==> src/fetch_pkg.sv <==
package fetch_pkg;

    // widths with a meaning
    typedef logic [31:0]  addr_t;
    typedef logic [31:0]  inst_t;
    typedef logic [63:0]  order_t;
    typedef logic [63:0]  beat_t;
    typedef logic [255:0] line_t;

    // first fetch address after reset
    localparam addr_t reset_pc = 32'haaaaa000;

    // memory beats per 256-bit line
    localparam int beats_per_line = 4;

    // default instruction queue depth
    localparam int queue_depth = 32;

    // one queue entry, order in the top bits
    typedef struct packed {
        order_t order;
        addr_t  pc;
        inst_t  inst;
    } fetch_entry_t;

    // fetch FSM
    //   serve   - hand out words from the line buffer
    //   request - hold the read until the memory takes it
    //   refill  - wait for the assembled line
    typedef enum logic [1:0] {
        serve,
        request,
        refill
    } fetch_state_t;

endpackage

==> src/line_assembler.sv <==
module line_assembler import fetch_pkg::*; (
    input  logic  clk,
    input  logic  rst,

    input  beat_t mem_rdata_i,
    input  logic  mem_rvalid_i,

    output line_t line_o,
    output logic  line_valid_o
);

    logic [$clog2(beats_per_line)-1:0] beat_cnt;
    line_t                             line_q;
    logic                              last_beat;

    assign last_beat = mem_rvalid_i && (beat_cnt == beats_per_line - 1);

    // beats arrive lowest address first, so shifting in from the top
    // leaves beat k at bits 64k after the last one
    always_ff @(posedge clk) begin
        if (mem_rvalid_i) begin
            line_q <= {mem_rdata_i, line_q[$bits(line_t)-1:$bits(beat_t)]};
        end
    end

    // beat counter wraps on the last beat of a line
    always_ff @(posedge clk) begin
        if (rst) begin
            beat_cnt <= '0;
        end else if (mem_rvalid_i) begin
            beat_cnt <= beat_cnt + 1'b1;
        end
    end

    // one-cycle pulse after the fourth beat
    always_ff @(posedge clk) begin
        if (rst) begin
            line_valid_o <= 1'b0;
        end else begin
            line_valid_o <= last_beat;
        end
    end

    assign line_o = line_q;

    // a line takes four beats, so two pulses can never touch
    a_single_pulse: assert property (
        @(posedge clk) disable iff (rst)
        line_valid_o |=> !line_valid_o
    ) else $error("line_valid_o high on two consecutive cycles");

endmodule

==> src/fetch_unit.sv <==
module fetch_unit import fetch_pkg::*; (
    input  logic         clk,
    input  logic         rst,

    // queue side
    input  logic         full_i,
    output logic         enq_o,
    output fetch_entry_t enq_entry_o,

    // from the line assembler
    input  line_t        line_i,
    input  logic         line_valid_i,

    // memory request
    input  logic         mem_ready_i,
    output addr_t        mem_addr_o,
    output logic         mem_read_o
);

    fetch_state_t state;

    addr_t  pc;
    order_t order;

    // line buffer tagged by the line address above the 32-byte offset
    logic         lb_valid;
    logic [26:0]  lb_tag;
    line_t        lb_data;

    logic  hit;
    inst_t word;

    assign hit = lb_valid && (lb_tag == pc[31:5]);

    // word index is pc[4:2]
    assign word = lb_data[pc[4:2]*$bits(inst_t) +: $bits(inst_t)];

    // enqueue straight from the buffer at one word per cycle
    assign enq_o             = (state == serve) && hit && !full_i;
    assign enq_entry_o.order = order;
    assign enq_entry_o.pc    = pc;
    assign enq_entry_o.inst  = word;

    // pc does not move outside serve, so the address holds during request
    assign mem_read_o = (state == request);
    assign mem_addr_o = {pc[31:5], 5'b0};

    always_ff @(posedge clk) begin
        if (rst) begin
            state    <= serve;
            pc       <= reset_pc;
            order    <= '0;
            lb_valid <= 1'b0;
        end else begin
            case (state)
                serve: begin
                    // a full queue holds everything including misses
                    if (!full_i) begin
                        if (hit) begin
                            pc    <= pc + 32'd4;
                            order <= order + 64'd1;
                        end else begin
                            state <= request;
                        end
                    end
                end
                request: begin
                    if (mem_ready_i) begin
                        state <= refill;
                    end
                end
                refill: begin
                    if (line_valid_i) begin
                        lb_valid <= 1'b1;
                        state    <= serve;
                    end
                end
                default: begin
                    state <= serve;
                end
            endcase
        end
    end

    // line buffer payload
    always_ff @(posedge clk) begin
        if ((state == refill) && line_valid_i) begin
            lb_tag  <= pc[31:5];
            lb_data <= line_i;
        end
    end

    // the request must stay put until the memory accepts it
    a_req_stable: assert property (
        @(posedge clk) disable iff (rst)
        (mem_read_o && !mem_ready_i) |=> (mem_read_o && $stable(mem_addr_o))
    ) else $error("memory request dropped or changed before mem_ready_i");

endmodule

==> src/inst_queue.sv <==
module inst_queue import fetch_pkg::*; #(
    parameter int depth = queue_depth
) (
    input  logic         clk,
    input  logic         rst,

    input  logic         enq_i,
    input  fetch_entry_t enq_entry_i,
    output logic         full_o,

    input  logic         deq_i,
    output fetch_entry_t deq_entry_o,
    output logic         deq_valid_o
);

    fetch_entry_t mem [depth];

    // pointers wrap on their own, depth is a power of two
    logic [$clog2(depth)-1:0] head;
    logic [$clog2(depth)-1:0] tail;
    logic [$clog2(depth):0]   count;

    logic push;
    logic pop;

    assign push = enq_i;
    // popping an empty queue is ignored
    assign pop  = deq_i && (count != '0);

    always_ff @(posedge clk) begin
        if (push) begin
            mem[tail] <= enq_entry_i;
        end
    end

    always_ff @(posedge clk) begin
        if (rst) begin
            head  <= '0;
            tail  <= '0;
            count <= '0;
        end else begin
            if (push) begin
                tail <= tail + 1'b1;
            end
            if (pop) begin
                head <= head + 1'b1;
            end
            // both at once leaves the count alone
            if (push && !pop) begin
                count <= count + 1'b1;
            end else if (pop && !push) begin
                count <= count - 1'b1;
            end
        end
    end

    assign full_o      = (count == depth);
    assign deq_valid_o = (count != '0);
    assign deq_entry_o = mem[head];

    // the writer has to respect full_o, the queue does not drop entries
    a_no_overflow: assert property (
        @(posedge clk) disable iff (rst)
        enq_i |-> !full_o
    ) else $error("enqueue into a full instruction queue");

endmodule

==> src/fetch_top.sv <==
module fetch_top import fetch_pkg::*; (
    input  logic         clk,
    input  logic         rst,

    // burst memory
    output addr_t        mem_addr_o,
    output logic         mem_read_o,
    input  logic         mem_ready_i,
    input  beat_t        mem_rdata_i,
    input  logic         mem_rvalid_i,

    // dequeue port
    input  logic         deq_i,
    output fetch_entry_t deq_entry_o,
    output logic         deq_valid_o
);

    line_t        line;
    logic         line_valid;
    logic         full;
    logic         enq;
    fetch_entry_t enq_entry;

    line_assembler line_assembler_inst (
        .clk          (clk),
        .rst          (rst),
        .mem_rdata_i  (mem_rdata_i),
        .mem_rvalid_i (mem_rvalid_i),
        .line_o       (line),
        .line_valid_o (line_valid)
    );

    fetch_unit fetch_unit_inst (
        .clk          (clk),
        .rst          (rst),
        .full_i       (full),
        .enq_o        (enq),
        .enq_entry_o  (enq_entry),
        .line_i       (line),
        .line_valid_i (line_valid),
        .mem_ready_i  (mem_ready_i),
        .mem_addr_o   (mem_addr_o),
        .mem_read_o   (mem_read_o)
    );

    inst_queue #(
        .depth        (queue_depth)
    ) inst_queue_inst (
        .clk          (clk),
        .rst          (rst),
        .enq_i        (enq),
        .enq_entry_i  (enq_entry),
        .full_o       (full),
        .deq_i        (deq_i),
        .deq_entry_o  (deq_entry_o),
        .deq_valid_o  (deq_valid_o)
    );

endmodule

==> config.mk <==
export PLATFORM = sky130hd
export DESIGN_NAME = fetch_top
export DESIGN_NICKNAME = d
export VERILOG_FILES = /design/src/fetch_pkg.sv /design/src/line_assembler.sv /design/src/fetch_unit.sv /design/src/inst_queue.sv /design/src/fetch_top.sv
export SDC_FILE = /design/constraint.sdc
export NUM_CORES = 2
export LEC_CHECK = 0
export BUFFER_PORTS_ARGS = -buffer_cell sky130_fd_sc_hd__buf_2
export CAP_MARGIN = 5
export CORE_ASPECT_RATIO = 0.8
export CORE_UTILIZATION = 50
export DETAILED_ROUTE_END_ITERATION = 16
export PLACE_DENSITY = 0.65
export SLEW_MARGIN = 20
export SYNTH_ARGS = -nofsm -noshare
export SYNTH_HDL_FRONTEND = slang
export SYNTH_SLANG_ARGS = --single-unit
==> constraint.sdc <==
create_clock -name clk -period 18.9 [get_ports clk]
set_clock_uncertainty 0.05 [all_clocks]
set_input_delay 2.835 -clock clk [delete_from_list [all_inputs] [get_ports clk]]
set_output_delay 2.835 -clock clk [all_outputs]
set_load 0.02 [all_outputs]
==> out/results.tsv <==
metric	value	unit
DRC violations left	0	
dpl cells	12000	
met2 Use GR	36.2	%
Req. time, crit path	16020	ps
drt pass-1 iters	5	
hold path start	line_assembler_inst.line_o[24]	
busiest grt layer	met2	
clock-pin slew on the worst setup and hold paths	60	ps
clock latency at the later pin of the worst-skew pair	960	ps
Ys Warns	0	
RSZ-0062 raised after global routing	no	
run status	complete, no violations	
final instance area	199000	µm²
Total GRT Usage	23.3	%
final instance count without filler cells	12800	
Fmax	108	MHz
vias after detailed routing	80400	
period utilization	49.0	%
Final HPWL DP	203000	µm
crit start category	flop	
sequential fraction of the synthesis area	78.9	%
EDFF count, synth	4571	
max_slew headroom	21.4	%
# fillers	25200	
class of the worst hold path	flop to flop	
Initial Utilization	50.2	%
Syn Area/Cell	24.4	µm²
initial antenna violation count	13	
DRT iter0 DRCs	9959	
cell taking the most area after synthesis	edfxtp_1	
pwr dens	104	nW/µm²
clock sinks	4692	
Synth-to-Final Area Change	12.3	%
crit-path max FO	158	
CTS H-tree depth	5	
critical path arrival	6370	ps
die area	356000	µm²
Setup Crit Path Kind	flop to primary output	
drt total wl	417000	µm
Hold Vio Cnt, Final	0	
Layout Utilization	56.4	%
Setup violations, final	0	
layout cell share with drive strength beyond 1	32.8	%
Syn Inst Count	7242	
post-layout min period	9250	ps
Maximum Capacitance Violations	0	
Main synth FF type	edfxtp_1	
synth top area cells	edfxtp_1 (78%), mux4_2 (17%), dfxtp_1 (1.4%)	
CTS Buffer Depth	4	
placer congestion estimate	0.750	
synthesized cell area	177000	µm²
PortBufs	223	
Least-Margin Pin Slew	1180	ps
Critical R2R Launch	fetch_unit_inst.pc[21]	
Antenna Nets Post-Route	0	
placed instance area	184000	µm²
FF+latch area	140000	µm²
setup TNS	0	ps
die height	534	µm
vias in the first global route	81400	
number of vias per cell	6.27	
Yosys reg bits	4692	
routing usage on met1	34.3	%
buffer count from post-CTS setup fixing	0	
Pins Over Slew Limit	0	
GRT overflow	0	
post-CTS sizing	0	
static leakage	0.0591	µW
CTS Buf Count	442	
CTS tree	built	
Placeable Area	353000	µm²
Root Buffer	clkbuf_16	
pin count of the biggest net entering global routing	171	
drt wl/cell	32.5	µm
row cnt	195	
share of the synthesized area in the top cell type	77.6	%
first-pass GRT wire length	591000	µm
Boundary Pins	231	
Crit. End Element	primary output	
cts-stage hold buffer count	0	
Async SR Flop Fraction	0	%
Multi-input gate area	35800	µm²
Die Wd	667	µm
synth unique cells	51	
Final nets	7796	
reg2reg setup slack	12470	ps
Max VDD drop	0.0800	mV
met3 Use GR	4.94	%
==> metal layers <==
layer  routed length (µm)  part of all wire, %
met3                40100                  9.6
met4                 9960                  2.4
met5                   27               0.0065
met2               198000                   47
met1               169000                   41
==> flip-flops by register name (all words and copies together) (netlist names), named ones only <==
signal                            flops
inst_queue_inst.mem                4032
inst_queue_inst.tail                  5
fetch_unit_inst.state                 2
line_assembler_inst.beat_cnt          2
line_assembler_inst.line_o          256
inst_queue_inst.count                 6
fetch_unit_inst.lb_valid              1
fetch_unit_inst.order                64
fetch_unit_inst.lb_data             256
line_assembler_inst.line_valid_o      1
fetch_unit_inst.pc                   30
inst_queue_inst.head                  5
fetch_unit_inst.lb_tag               27
==> synth_stat cells (2+ instances only) <==
master	count
xor2_1	30
and4_1	5
nand2_1	67
nor3b_1	3
o31a_1	7
o21ba_2	2
a31o_2	4
nor2_1	84
nor3_1	14
mux2_2	167
buf_1	97
o31ai_1	37
a21oi_1	79
or2_2	7
nand2b_1	2
o21ai_0	26
edfxtp_1	4571
or3b_2	3
a21o_1	4
xnor2_1	13
dfxtp_1	121
ha_1	13
nand4_1	36
nand3b_1	3
a31oi_1	2
nand3_1	32
nor4_2	2
or4_1	47
nor2b_1	12
clkbuf_1	260
mux2i_1	3
buf_4	34
and2_1	7
or3_1	38
nor4_1	26
nor4_4	2
inv_1	25
and3_1	16
mux4_2	1324
buf_2	6
==> layout by cell type (no fill, tap or decap), drive strengths merged, types with 12 or more instances in the layout <==
master	instances
nand3	32
clkinv	186
nor2	84
or3	38
mux4	1324
xor2	30
nor2b	12
ha	13
edfxtp	4571
dfxtp	121
o21ai	26
nand2	67
bufinv	40
nor4	30
or4	47
clkbuf	561
buf	418
mux2	167
clkinvlp	16
and3	16
o31ai	37
nand4	36
a21oi	79
inv	33
nor3	14
xnor2	13
==> logic make-up after synthesis <==
family / synth area share, %
buffers and inverters: 0.971
AND/OR/NAND/NOR: 1.28
AO/OA/AOI/OAI: 0.571
flip-flops: 78.9
XOR/XNOR: 0.213
adder cells (fa/ha/maj): 0.103
multiplexers: 17.9
other: 0.00212
==> final timing paths <==
| path | end | depth (start not counted) |
|---|---|---|
| max | deq_entry_o[90] | 7 |
| min | fetch_unit_inst.lb_data[24] | 0 |
| max reg2reg | inst_queue_inst.mem[16][61] | 10 |
| min reg2reg | fetch_unit_inst.lb_data[24] | 0 |
==> where the power goes <==
part	switching, µW	internal (µW)	total (µW)	leakage (µW)
logic	314	362	676	0.00987
clock network	3760	4980	8740	0.00697
registers	26.8	11300	11300	0.0423
==> critical path, cell delays in order, from the launching register on <==
cell and delay (ps):
dfxtp_4 1000, buf_4 970, buf_12 720, buf_12 800, mux4_2 440, mux4_2 480, mux2_2 370, buf_2 190
==> stage by stage <==
step / power, µW / hold WS [ps] / setup slack, ps
4_1_cts: 20900 / 359 / 9410
2_1_floorplan: 12100 / 350 / 5690
5_1_grt: 21300 / 370 / 9350
3_3_place_gp: 12200 / 350 / 10410
6_report: 20700 / 351 / 9650
3_5_place_dp: 12200 / 355 / 10410
==> final cells by class <==
cell class	instances	share of cell area, %
antenna	7	0.00881
clock buffer	561	5.96
clock inverter	250	1.22
inverter	25	0.0472
multi-input combinational	2134	18.0
sequential	4692	70.3
tap	4728	2.98
timing repair buffer	418	1.46
Power figures use the tool's default switching activity.
